[src/verilog/mem_sched_pkg.sv]
package mem_sched_pkg;

    //////////////////////////////////////////////////
    // Sizes
    //////////////////////////////////////////////////

    localparam int NUM_PORTS   = 3;
    localparam int ADDR_W      = 32;
    localparam int DATA_W      = 64;
    localparam int PID_W       = 7;
    localparam int SLOT_W      = 7;
    localparam int DMA_ID_W    = 4;
    localparam int PORT_IDX_W  = 2;
    localparam int REQ_DEPTH   = 4;
    localparam int TAG_DEPTH   = 8;
    localparam int RET_DEPTH   = 4;
    // Waiting cycles before DMA overrides the ports
    localparam int DMA_TIMEOUT = 15;

    //////////////////////////////////////////////////
    // Payloads
    //////////////////////////////////////////////////

    typedef struct packed {
        logic                  wr;
        logic [ADDR_W-1:0]     addr;
        logic [DATA_W-1:0]     data;
        logic [PID_W-1:0]      pid;
        logic [SLOT_W-1:0]     slot;
    } port_req_t;

    typedef struct packed {
        logic                  wr;
        logic [ADDR_W-1:0]     addr;
        logic [DATA_W-1:0]     data;
    } mem_cmd_t;

    typedef struct packed {
        mem_cmd_t              cmd;
        logic [DMA_ID_W-1:0]   dma_id;
    } dma_req_t;

    typedef struct packed {
        logic [DATA_W-1:0]     data;
        logic [DMA_ID_W-1:0]   dma_id;
    } dma_resp_t;

    // Owner of one outstanding read
    typedef struct packed {
        logic                  is_dma;
        logic [DMA_ID_W-1:0]   dma_id;
        logic [PORT_IDX_W-1:0] port;
        logic [PID_W-1:0]      pid;
        logic [SLOT_W-1:0]     slot;
        logic [ADDR_W-1:0]     addr;
    } read_tag_t;

    typedef struct packed {
        logic [PID_W-1:0]      pid;
        logic [SLOT_W-1:0]     slot;
        logic [ADDR_W-1:0]     addr;
        logic [DATA_W-1:0]     data;
    } port_ret_t;

endpackage

[src/verilog/sync_fifo.sv]
`timescale 1ns/1ns

module sync_fifo #(
    parameter type payload_t = logic [7:0],
    parameter int  DEPTH     = 4
) (
    input  logic     clk,
    input  logic     rst,
    input  logic     i_push,
    input  payload_t i_data,
    input  logic     i_pop,
    output payload_t o_data,
    output logic     o_empty,
    output logic     o_full
);

    payload_t                   mem [DEPTH];
    logic [$clog2(DEPTH)-1:0]   wr_ptr;
    logic [$clog2(DEPTH)-1:0]   rd_ptr;
    logic [$clog2(DEPTH):0]     count;
    logic                       do_push;
    logic                       do_pop;

    assign o_empty = (count == '0);
    assign o_full  = (int'(count) == DEPTH);
    // Head entry always visible
    assign o_data  = mem[rd_ptr];

    // Overflow and underflow are ignored
    assign do_push = i_push && !o_full;
    assign do_pop  = i_pop && !o_empty;

    always_ff @(posedge clk) begin
        if (do_push) begin
            mem[wr_ptr] <= i_data;
        end
    end

    always_ff @(posedge clk) begin
        if (!rst) begin
            wr_ptr <= '0;
            rd_ptr <= '0;
            count  <= '0;
        end else begin
            if (do_push) begin
                wr_ptr <= (int'(wr_ptr) == DEPTH - 1) ? '0 : wr_ptr + 1'b1;
            end
            if (do_pop) begin
                rd_ptr <= (int'(rd_ptr) == DEPTH - 1) ? '0 : rd_ptr + 1'b1;
            end
            case ({do_push, do_pop})
                2'b10:   count <= count + 1'b1;
                2'b01:   count <= count - 1'b1;
                default: count <= count;
            endcase
        end
    end

    a_no_overflow: assert property (@(posedge clk) disable iff (!rst) !(i_push && o_full))
        else $error("sync_fifo: push while full, entry dropped");
    a_no_underflow: assert property (@(posedge clk) disable iff (!rst) !(i_pop && o_empty))
        else $error("sync_fifo: pop while empty");

endmodule

[src/verilog/port_arbiter.sv]
`timescale 1ns/1ns

module port_arbiter (
    input  logic                                        clk,
    input  logic                                        rst,
    input  logic [mem_sched_pkg::NUM_PORTS-1:0]         i_req_valid,
    input  mem_sched_pkg::port_req_t                    i_req [mem_sched_pkg::NUM_PORTS],
    input  logic                                        i_take,
    output logic [mem_sched_pkg::NUM_PORTS-1:0]         o_req_ready,
    output logic                                        o_offer_valid,
    output mem_sched_pkg::port_req_t                    o_offer,
    output logic [mem_sched_pkg::PORT_IDX_W-1:0]        o_offer_port
);

    import mem_sched_pkg::*;

    port_req_t              head [NUM_PORTS];
    logic [NUM_PORTS-1:0]   q_empty;
    logic [NUM_PORTS-1:0]   q_full;
    logic [NUM_PORTS-1:0]   q_pop;

    //////////////////////////////////////////////////
    // Request queues, one per decoder port
    //////////////////////////////////////////////////

    genvar g;
    generate
        for (g = 0; g < NUM_PORTS; g++) begin : g_req_q
            sync_fifo #(
                .payload_t (port_req_t),
                .DEPTH     (REQ_DEPTH)
            ) u_req_fifo (
                .clk     (clk),
                .rst     (rst),
                .i_push  (i_req_valid[g]),
                .i_data  (i_req[g]),
                .i_pop   (q_pop[g]),
                .o_data  (head[g]),
                .o_empty (q_empty[g]),
                .o_full  (q_full[g])
            );

            assign o_req_ready[g] = !q_full[g];
            // Only the offered queue is popped
            assign q_pop[g] = i_take && (o_offer_port == PORT_IDX_W'(g));
        end
    endgenerate

    //////////////////////////////////////////////////
    // Fixed priority, lowest index first
    //////////////////////////////////////////////////

    always_comb begin
        o_offer_valid = 1'b0;
        o_offer_port  = '0;
        o_offer       = head[0];
        // Walk downwards so the lowest non-empty index wins
        for (int p = NUM_PORTS - 1; p >= 0; p--) begin
            if (!q_empty[p]) begin
                o_offer_valid = 1'b1;
                o_offer_port  = PORT_IDX_W'(p);
                o_offer       = head[p];
            end
        end
    end

    // Memory issue must not take from an empty offer
    a_take_needs_offer: assert property (@(posedge clk) disable iff (!rst)
        i_take |-> o_offer_valid)
        else $error("port_arbiter: take without a valid offer");

endmodule

[src/verilog/mem_issue.sv]
`timescale 1ns/1ns

module mem_issue (
    input  logic                                    clk,
    input  logic                                    rst,
    input  logic                                    i_offer_valid,
    input  mem_sched_pkg::port_req_t                i_offer,
    input  logic [mem_sched_pkg::PORT_IDX_W-1:0]    i_offer_port,
    input  logic                                    i_dma_valid,
    input  mem_sched_pkg::dma_req_t                 i_dma_req,
    input  logic                                    i_mem_ready,
    input  logic                                    i_tag_full,
    output logic                                    o_take,
    output logic                                    o_dma_taken,
    output logic                                    o_mem_valid,
    output mem_sched_pkg::mem_cmd_t                 o_mem_cmd,
    output logic                                    o_tag_push,
    output mem_sched_pkg::read_tag_t                o_tag
);

    import mem_sched_pkg::*;

    logic [$clog2(DMA_TIMEOUT+1)-1:0]   dma_wait;
    logic                               dma_expired;
    logic                               dma_first;
    logic                               port_ok;
    logic                               pick_port;
    logic                               pick_dma;

    //////////////////////////////////////////////////
    // DMA starvation timer
    //////////////////////////////////////////////////

    assign dma_expired = (int'(dma_wait) == DMA_TIMEOUT);

    always_ff @(posedge clk) begin
        if (!rst) begin
            dma_wait <= '0;
        end else if (!i_dma_valid || o_dma_taken) begin
            dma_wait <= '0;
        end else if (!dma_expired) begin
            // Saturates once expired
            dma_wait <= dma_wait + 1'b1;
        end
    end

    //////////////////////////////////////////////////
    // Bus arbitration
    //////////////////////////////////////////////////

    always_comb begin
        // Expired DMA beats everything
        dma_first = i_dma_valid && dma_expired;
        // Port reads need a free tag slot, writes do not
        port_ok   = i_offer_valid && (i_offer.wr || !i_tag_full);
        pick_port = port_ok && !dma_first;
        pick_dma  = i_dma_valid && !pick_port;
    end

    assign o_mem_valid = i_mem_ready && (pick_port || pick_dma);
    assign o_take      = i_mem_ready && pick_port;
    assign o_dma_taken = i_mem_ready && pick_dma;

    // Command and read tag for the selected source
    always_comb begin
        o_tag = '0;
        if (pick_dma) begin
            o_mem_cmd    = i_dma_req.cmd;
            o_tag.is_dma = 1'b1;
            o_tag.dma_id = i_dma_req.dma_id;
            o_tag.addr   = i_dma_req.cmd.addr;
        end else begin
            o_mem_cmd.wr   = i_offer.wr;
            o_mem_cmd.addr = i_offer.addr;
            o_mem_cmd.data = i_offer.data;
            o_tag.is_dma   = 1'b0;
            o_tag.port     = i_offer_port;
            o_tag.pid      = i_offer.pid;
            o_tag.slot     = i_offer.slot;
            o_tag.addr     = i_offer.addr;
        end
    end

    // Every accepted read owns one tag
    assign o_tag_push = o_mem_valid && !o_mem_cmd.wr;

    //////////////////////////////////////////////////
    // Checks
    //////////////////////////////////////////////////

    a_one_winner: assert property (@(posedge clk) disable iff (!rst)
        !(o_take && o_dma_taken))
        else $error("mem_issue: port and DMA taken in the same cycle");

endmodule

[src/verilog/resp_router.sv]
`timescale 1ns/1ns

module resp_router (
    input  logic                                    clk,
    input  logic                                    rst,
    input  logic                                    i_tag_push,
    input  mem_sched_pkg::read_tag_t                i_tag,
    input  logic                                    i_mem_rvalid,
    input  logic [mem_sched_pkg::DATA_W-1:0]        i_mem_rdata,
    input  logic                                    i_dma_rready,
    input  logic [mem_sched_pkg::NUM_PORTS-1:0]     i_ret_pop,
    output logic                                    o_tag_full,
    output logic                                    o_mem_rtaken,
    output logic                                    o_dma_rvalid,
    output mem_sched_pkg::dma_resp_t                o_dma_resp,
    output logic [mem_sched_pkg::NUM_PORTS-1:0]     o_ret_valid,
    output mem_sched_pkg::port_ret_t                o_ret [mem_sched_pkg::NUM_PORTS]
);

    import mem_sched_pkg::*;

    read_tag_t              head_tag;
    logic                   tag_empty;
    logic                   port_room;
    port_ret_t              ret_entry;
    logic [NUM_PORTS-1:0]   ret_push;
    logic [NUM_PORTS-1:0]   ret_empty;
    logic [NUM_PORTS-1:0]   ret_full;

    // Outstanding reads in issue order
    sync_fifo #(
        .payload_t (read_tag_t),
        .DEPTH     (TAG_DEPTH)
    ) u_tag_fifo (
        .clk     (clk),
        .rst     (rst),
        .i_push  (i_tag_push),
        .i_data  (i_tag),
        .i_pop   (o_mem_rtaken),
        .o_data  (head_tag),
        .o_empty (tag_empty),
        .o_full  (o_tag_full)
    );

    //////////////////////////////////////////////////
    // Match returned word to head tag
    //////////////////////////////////////////////////

    always_comb begin
        port_room = 1'b0;
        for (int p = 0; p < NUM_PORTS; p++) begin
            if (head_tag.port == PORT_IDX_W'(p)) begin
                port_room = !ret_full[p];
            end
        end
    end

    assign o_mem_rtaken = i_mem_rvalid && !tag_empty &&
                          (head_tag.is_dma ? i_dma_rready : port_room);

    // DMA path, same cycle
    assign o_dma_rvalid      = o_mem_rtaken && head_tag.is_dma;
    assign o_dma_resp.data   = i_mem_rdata;
    assign o_dma_resp.dma_id = head_tag.dma_id;

    assign ret_entry.pid  = head_tag.pid;
    assign ret_entry.slot = head_tag.slot;
    assign ret_entry.addr = head_tag.addr;
    assign ret_entry.data = i_mem_rdata;

    //////////////////////////////////////////////////
    // Port return queues
    //////////////////////////////////////////////////

    genvar g;
    generate
        for (g = 0; g < NUM_PORTS; g++) begin : g_ret_q
            assign ret_push[g] = o_mem_rtaken && !head_tag.is_dma &&
                                 (head_tag.port == PORT_IDX_W'(g));

            sync_fifo #(
                .payload_t (port_ret_t),
                .DEPTH     (RET_DEPTH)
            ) u_ret_fifo (
                .clk     (clk),
                .rst     (rst),
                .i_push  (ret_push[g]),
                .i_data  (ret_entry),
                .i_pop   (i_ret_pop[g]),
                .o_data  (o_ret[g]),
                .o_empty (ret_empty[g]),
                .o_full  (ret_full[g])
            );

            assign o_ret_valid[g] = !ret_empty[g];
        end
    endgenerate

    a_taken_needs_data: assert property (@(posedge clk) disable iff (!rst)
        o_mem_rtaken |-> i_mem_rvalid)
        else $error("resp_router: return taken without memory data");

    // Memory only returns reads that were issued
    a_data_has_owner: assert property (@(posedge clk) disable iff (!rst)
        i_mem_rvalid |-> !tag_empty)
        else $error("resp_router: read data with no outstanding tag");

endmodule

[src/verilog/mem_sched_top.sv]
`timescale 1ns/1ns

module mem_sched_top (
    input  logic                                    clk,
    input  logic                                    rst,
    // Decoder requests
    input  logic [mem_sched_pkg::NUM_PORTS-1:0]     i_req_valid,
    input  mem_sched_pkg::port_req_t                i_req [mem_sched_pkg::NUM_PORTS],
    output logic [mem_sched_pkg::NUM_PORTS-1:0]     o_req_ready,
    // DMA channel
    input  logic                                    i_dma_valid,
    input  mem_sched_pkg::dma_req_t                 i_dma_req,
    output logic                                    o_dma_taken,
    input  logic                                    i_dma_rready,
    output logic                                    o_dma_rvalid,
    output mem_sched_pkg::dma_resp_t                o_dma_resp,
    // Memory bus
    input  logic                                    i_mem_ready,
    output logic                                    o_mem_valid,
    output mem_sched_pkg::mem_cmd_t                 o_mem_cmd,
    input  logic                                    i_mem_rvalid,
    input  logic [mem_sched_pkg::DATA_W-1:0]        i_mem_rdata,
    output logic                                    o_mem_rtaken,
    // Port returns
    output logic [mem_sched_pkg::NUM_PORTS-1:0]     o_ret_valid,
    output mem_sched_pkg::port_ret_t                o_ret [mem_sched_pkg::NUM_PORTS],
    input  logic [mem_sched_pkg::NUM_PORTS-1:0]     i_ret_pop
);

    import mem_sched_pkg::*;

    logic                   offer_valid;
    port_req_t              offer;
    logic [PORT_IDX_W-1:0]  offer_port;
    logic                   take;
    logic                   tag_full;
    logic                   tag_push;
    read_tag_t              tag;

    port_arbiter u_port_arbiter (
        .clk           (clk),
        .rst           (rst),
        .i_req_valid   (i_req_valid),
        .i_req         (i_req),
        .i_take        (take),
        .o_req_ready   (o_req_ready),
        .o_offer_valid (offer_valid),
        .o_offer       (offer),
        .o_offer_port  (offer_port)
    );

    mem_issue u_mem_issue (
        .clk           (clk),
        .rst           (rst),
        .i_offer_valid (offer_valid),
        .i_offer       (offer),
        .i_offer_port  (offer_port),
        .i_dma_valid   (i_dma_valid),
        .i_dma_req     (i_dma_req),
        .i_mem_ready   (i_mem_ready),
        .i_tag_full    (tag_full),
        .o_take        (take),
        .o_dma_taken   (o_dma_taken),
        .o_mem_valid   (o_mem_valid),
        .o_mem_cmd     (o_mem_cmd),
        .o_tag_push    (tag_push),
        .o_tag         (tag)
    );

    resp_router u_resp_router (
        .clk           (clk),
        .rst           (rst),
        .i_tag_push    (tag_push),
        .i_tag         (tag),
        .i_mem_rvalid  (i_mem_rvalid),
        .i_mem_rdata   (i_mem_rdata),
        .i_dma_rready  (i_dma_rready),
        .i_ret_pop     (i_ret_pop),
        .o_tag_full    (tag_full),
        .o_mem_rtaken  (o_mem_rtaken),
        .o_dma_rvalid  (o_dma_rvalid),
        .o_dma_resp    (o_dma_resp),
        .o_ret_valid   (o_ret_valid),
        .o_ret         (o_ret)
    );

endmodule

[config.mk]
export PLATFORM = sky130hd
export DESIGN_NAME = mem_sched_top
export DESIGN_NICKNAME = d
export VERILOG_FILES = /design/src/verilog/mem_sched_pkg.sv /design/src/verilog/sync_fifo.sv /design/src/verilog/port_arbiter.sv /design/src/verilog/mem_issue.sv /design/src/verilog/resp_router.sv /design/src/verilog/mem_sched_top.sv
export SDC_FILE = /design/constraint.sdc
export NUM_CORES = 2
export LEC_CHECK = 0
export CAP_MARGIN = 20
export CORE_MARGIN = 2
export CORE_UTILIZATION = 55
export CTS_BUF_LIST = sky130_fd_sc_hd__clkbuf_16
export CTS_CLUSTER_DIAMETER = 30
export DETAILED_ROUTE_END_ITERATION = 10
export DONT_BUFFER_PORTS = 1
export PLACE_DENSITY = 0.7
export SYNTH_ARGS = -nofsm -noshare
export SYNTH_HDL_FRONTEND = slang
export SYNTH_SLANG_ARGS = --single-unit
[constraint.sdc]
create_clock -name clk -period 16.2 [get_ports clk]
set_input_delay 1.62 -clock clk [delete_from_list [all_inputs] [get_ports clk]]
set_output_delay 1.62 -clock clk [all_outputs]
set_load 0.05 [all_outputs]
# == Yosys cells after proc, flatten, opt, wreduce, memory -nomap -nowiden ==
# Memories as Yosys holds them, arrays and structs flattened. A register that Yosys moved wholly into a read port is not among the register bits.
# Index checks and enable logic that the tools add are counted.
# totals
ram_bits,3076
inputBits,510
wordCells,237
memories,7
out_inout_bits,505
register_bits,56
# mem_list
memory,words,width,read_ports,rd_ports_with_merged_regs,wr,line,text
u_port_arbiter.g_req_q[0].u_req_fifo.mem,4,111,1,1,1,sync_fifo.sv:17,payload_t mem [DEPTH];
u_port_arbiter.g_req_q[1].u_req_fifo.mem,4,111,1,1,1,sync_fifo.sv:17,
u_port_arbiter.g_req_q[2].u_req_fifo.mem,4,111,1,1,1,sync_fifo.sv:17,
u_resp_router.g_ret_q[0].u_ret_fifo.mem,4,110,1,1,1,sync_fifo.sv:17,
u_resp_router.g_ret_q[1].u_ret_fifo.mem,4,110,1,1,1,sync_fifo.sv:17,
u_resp_router.g_ret_q[2].u_ret_fifo.mem,4,110,1,1,1,sync_fifo.sv:17,
1 more memories,-,-,-,-,-,-,
# classes
muxes,67
addsub,29
eq_ne,40
n_bitwise,1
reduce_logical,71
# ops
cell,n
111-bit two-way mux,3
97-bit two-way mux,1
2-bit two-way mux,27
"2-bit by 1-bit equality test with 1-bit output, second input constant",21
3-bit one-hot mux with 2 select lines,6
1-bit logical AND,32
32-bit two-way mux,1
"2-bit by 1-bit adder with 2-bit output, second input constant",12
"3-bit by 1-bit adder with 3-bit output, second input constant",8
1-bit two-way mux,22
1-bit zero test,19
"2-bit equality test, second input constant",9
"3-bit equality test, second input constant",6
3-bit zero test,6
"3-bit by 1-bit subtractor with 3-bit output, second input constant",6
16-bit two-way mux,1
2-bit nonzero test,7
3-bit two-way mux,4
"4-bit by 1-bit adder with 4-bit output, second input constant",2
4-bit one-hot mux with 2 select lines,1
"3-bit by 1-bit equality test with 1-bit output, second input constant",2
"4-bit by 1-bit equality test with 1-bit output, second input constant",1
"4-bit equality test, second input constant",1
2-bit zero test,2
other kinds (6),8

# == Longest topological paths before layout ==
# depth
word_depth,15
ltp_mapped,13
mapped_depth_nobuf,12

# == By module ==
# From an unflattened synthesis, not the netlist that was laid out.
# unflattened
cells_unflattened,5278
area_unflattened_um2,120549.4
# by_module_without_submodules
mod,cells_each,area_each_um2,n_inst,seq_area_each_um2
sync_fifo (u_port_arbiter.g_req_q[0].u_req_fifo ...),635,16495.8,3,13513.0
sync_fifo (u_resp_router.g_ret_q[0].u_ret_fifo ...),630,16364.4,3,13392.8
sync_fifo (u_resp_router.u_tag_fifo),693,16841.2,1,12992.5
port_arbiter,506,2680.1,1,0.0
mem_issue,203,1849.3,1,80.1
resp_router,81,598.1,1,0.0

# == Worst setup path before layout ==
# OpenSTA, ideal clock, no wires.
# synth_timing
kind,input to register
startpoint,input i_mem_ready
endpoint,memory u_resp_router.u_tag_fifo.mem[1][0] (netlist bit) (enable)
path_buffers,0
arrival_time_ps,6087
slack_ps,9584
required_time_ps,15671
stages,5
setup_time_ps,529
path_cell_list,nand2_1 > a2111oi_2 > a21oi_2 > or2_2 > nor3_1
# synth_between
elab_chain_cells,5
# synth_rtl
item,line,text
start: declaration,mem_sched_top.sv:18,"input logic i_mem_ready,"
1-bit logical AND,mem_issue.sv:60,assign o_mem_valid = i_mem_ready && (pick_port || pick_dma);
1-bit logical AND,mem_issue.sv:85,assign o_tag_push = o_mem_valid && !o_mem_cmd.wr;
1-bit logical AND,sync_fifo.sv:30,assign do_push = i_push && !o_full;
1-bit two-way mux,sync_fifo.sv:34,if (do_push) begin
1-bit two-way mux (not written as such),sync_fifo.sv:35,mem[wr_ptr] <= i_data;
end: declaration,sync_fifo.sv:17,
# No other way between the ends.

==> flow_summary.ini <==
[status]
outcome = finished clean

[timing]
maxSlewHeadroom_pct = 18.6
slew_at_the_pin_closest_to_its_max_slew_limit_ns = 1.22
setup_repair_after_global_routing_missed_its_margin = no
worst_clock_skew_ns = 0.0798
max_clock_freq_mhz = 139
setup-violations-final = 0
total_negative_slack_for_setup_checks_ns = 0
layout_min_cycle_time_ns = 7.18
period_share_pct = 44.3
final_count_of_pins_violating_max_slew = 0
final_number_of_hold_violating_endpoints = 0

[finish]
num-nets-final = 6154
layout.cell_area.non_filler_um2 = 141000
areaGrowthSynthToFinish_pct = 18.6
post_route_cells_drive_above_1_share_pct = 31.9

[routing]
detail_route.iter0.violations = 6158
vias_per_cell = 6.38
detailroute.via_count = 56820
ant_nets = 0
route.detailed.wl_per_inst_um = 35.4
drt-total-wl_mm = 316
drc = 0
drtPass1Iterations = 7

[synthesis]
syn-cell-area_um2 = 119000
synth_nets = 5805
yosysSeqAreaShare_pct = 78.9
synth-main-ff-cell = edfxtp_1
syn-mean-instance-area_um2 = 22.7
yosys_warnings = 0
synth_cells = 5244
ys_ff_latch = 3147
synth.lib_cells_used.distinct = 53
count_of_flip_flops_with_a_built_in_enable_after_synthesis = 3076
async_reset_ff_share_pct = 0

[worst_setup_path]
critPathLaunch = u_port_arbiter.g_req_q[1].u_req_fifo.count[2]
start_kind = flip-flop
crit_arrival_ns = 5.56
criticalPathCategory = flip-flop to output port
worst_r2r_endpoint = u_resp_router.u_tag_fifo.mem[1][28]
worstRegToRegCells = 8
rr_startpoint = u_port_arbiter.g_req_q[1].u_req_fifo.count[2]
worst_setup_slack_for_register_to_register_paths_ns = 11.20
critPathMaxFanout = 44
critPathRequiredTime_ns = 14.58
worstSetupEndpointType = output port

[clock_network]
clock_tree.htree_level_count = 6
cts_resized = 0
max-clock-path-buffers = 4
cts_root_buf = clkbuf_16
tritoncts.num_buffers = 563
tritoncts = built
clock_insertion_delay_worst_skew_ns = 0.98
postCtsHoldBufs = 0
cts_num_sinks = 3147
cts_setup_buffers = 0
clock_transition_at_the_registers_of_the_reported_paths_ns = 0.05

[floorplan]
start_util_pct = 55.4
floorplan.die.height_um = 469
floorplan.rows = 170
core_region_area_um2 = 215000
fp.dieW_um = 469
ioPinCount = 1015
overall_die_area_um2 = 220000

[flow_run]
maxCapViolations = 0

[placed_design]
place.gp.congestion = 0.858
post-dp-hpwl_mm = 190
placed_cell_area_um2 = 122000
port_buffers = 0

[global_routing]
track_usage_pct = 28.5
grt_pass1_vias = 58056
grt.overflow.total = 0
grt_pass1_wl_mm = 439
pin_count_of_the_biggest_net_entering_global_routing = 105
initial_antenna_violation_count = 48

[hold_path]
hold_path_startpoint = u_resp_router.u_tag_fifo.rd_ptr[2]
min_delay_path_depth = 2
tightest_hold_check_type = flip-flop to flip-flop

[power]
leakage_uw = 0.0448
powerDensity_nw_per_um2 = 207
irDropWorstVdd_v = 0.000263
==> cells in the final DEF (no fill, tap or decap), types with 23 or more instances in the layout <==
cell type	synthesis	final
clkinv_1	0	74
clkinv_4	0	39
mux4_2	767	767
clkinv_2	0	79
nor2_1	246	239
ha_1	44	44
bufinv_16	0	69
a22oi_1	111	111
mux2_2	54	54
dfxtp_1	71	56
a21oi_1	214	182
diode_2	0	46
inv_6	0	31
edfxtp_1	3076	3076
buf_4	103	133
clkbuf_16	0	578
and2_1	35	23
clkinvlp_4	0	58
nand2_1	51	51
a21oi_2	2	34
inv_1	44	96
==> metrics by stage <==
stage / instances / hold WS (ns) / util, % / power [uW] / setup WS (ns)
global route: 8897 / 0.502 / 65.6 / 30000 / 8.73
CTS: 8864 / 0.477 / 65.6 / 29400 / 8.86
finish: 8911 / 0.477 / 65.6 / 29200 / 9.02
detailed placement: 7865 / 0.468 / 56.8 / 17800 / 9.92
floorplan: 5244 / 0.454 / - / 15700 / 9.58
global placement: 7865 / 0.459 / 56.8 / 17700 / 9.95
==> registers in the layout, indices dropped and copies added, names as in the netlist, named ones only <==
register / flops
u_port_arbiter.g_req_q.u_req_fifo.mem: 1332
u_resp_router.g_ret_q.u_ret_fifo.mem: 1320
u_resp_router.u_tag_fifo.mem: 424
u_port_arbiter.g_req_q.u_req_fifo.count: 9
u_resp_router.g_ret_q.u_ret_fifo.count: 9
u_port_arbiter.g_req_q.u_req_fifo.rd_ptr: 6
u_port_arbiter.g_req_q.u_req_fifo.wr_ptr: 6
u_resp_router.g_ret_q.u_ret_fifo.rd_ptr: 6
u_resp_router.g_ret_q.u_ret_fifo.wr_ptr: 6
u_mem_issue.dma_wait: 4
u_resp_router.u_tag_fifo.count: 4
u_resp_router.u_tag_fifo.rd_ptr: 3
u_resp_router.u_tag_fifo.wr_ptr: 3
==> cell usage after synthesis, drive strengths merged (2+ instances only) <==
cell / number / area, um2
or3: 15 / 93.8
mux4: 769 / 17300
mux2i: 19 / 190
a21oi: 217 / 1100
nor2: 246 / 923
a22oi: 111 / 833
nand2b: 3 / 18.8
nand3: 8 / 40.0
nor3: 16 / 90.1
a31oi: 4 / 25.0
and3: 14 / 87.6
and3b: 2 / 17.5
ha: 44 / 551
dfxtp: 71 / 1420
nand2: 51 / 191
a21o: 3 / 22.5
xor2: 8 / 70.1
inv: 44 / 165
xnor2: 8 / 70.1
clkbuf: 131 / 492
buf: 221 / 1290
nor2b: 14 / 87.6
nand3b: 2 / 15.0
mux2: 54 / 608
o21ai: 21 / 109
fa: 7 / 140
a21boi: 15 / 113
edfxtp: 3076 / 92400
and2: 35 / 219
nor3b: 2 / 15.0
==> power breakdown <==
part	switching, uW	internal, uW
Combinational	5380	1750
Sequential	232	10300
Clock	3970	7590
Total	9570	19600
==> layout make-up <==
cell class / instances / area, um2
diodes: 46 / 115
clock buffers: 578 / 14500
clock inverters: 421 / 4300
fillers: 13206 / 73800
inverters: 44 / 165
multi-input cells: 1701 / 23400
flip-flops and latches: 3147 / 93800
well taps: 2838 / 3550
repair buffers: 136 / 1050
==> cells by family (layout without fill, tap and decap cells) <==
family,after synthesis,in the layout,share of synthesized area (%)
AO/OA/AOI/OAI,379,379,1.92
buffers and inverters,396,1179,1.64
other,0,46,0
multiplexers,842,842,15.3
flip-flops,3147,3147,78.9
XOR/XNOR,16,16,0.118
adder cells (fa/ha/maj),51,51,0.581
AND/OR/NAND/NOR,413,413,1.55
==> worst max-delay path by stage <==
stage | depth (start not counted) | slack [ns] | to
finish | 8 | 9.02 | o_mem_cmd[79]
global route | 8 | 8.73 | o_mem_cmd[71]
CTS | 8 | 8.86 | o_mem_cmd[71]
detailed placement | 8 | 9.92 | o_mem_cmd[71]
global placement | 8 | 9.95 | o_mem_cmd[71]
floorplan | 5 | 9.58 | u_resp_router.u_tag_fifo.mem[1][0]
==> critical path, stage by stage (launching register included) <==
cell and delay, ns:
dfxtp_1 0.34, or3_4 0.65, nor2_4 0.73, buf_4 0.64, buf_4 0.65, a22oi_1 0.21, nor2_1 0.20, a21oi_1 0.12
a21oi_2 0.92
==> metal layers <==
| layer | vias to the layer above | part of all wire (%) | GRT usage (%) |
|---|---|---|---|
| li1 | 22792 | - | - |
| met4 | 20 | 3.6 | 11.2 |
| met1 | 30052 | 35 | 34.7 |
| met2 | 3375 | 49 | 45.5 |
| met5 | - | 0.041 | 0 |
| met3 | 581 | 12 | 11.7 |
Power figures use the tool's default switching activity.
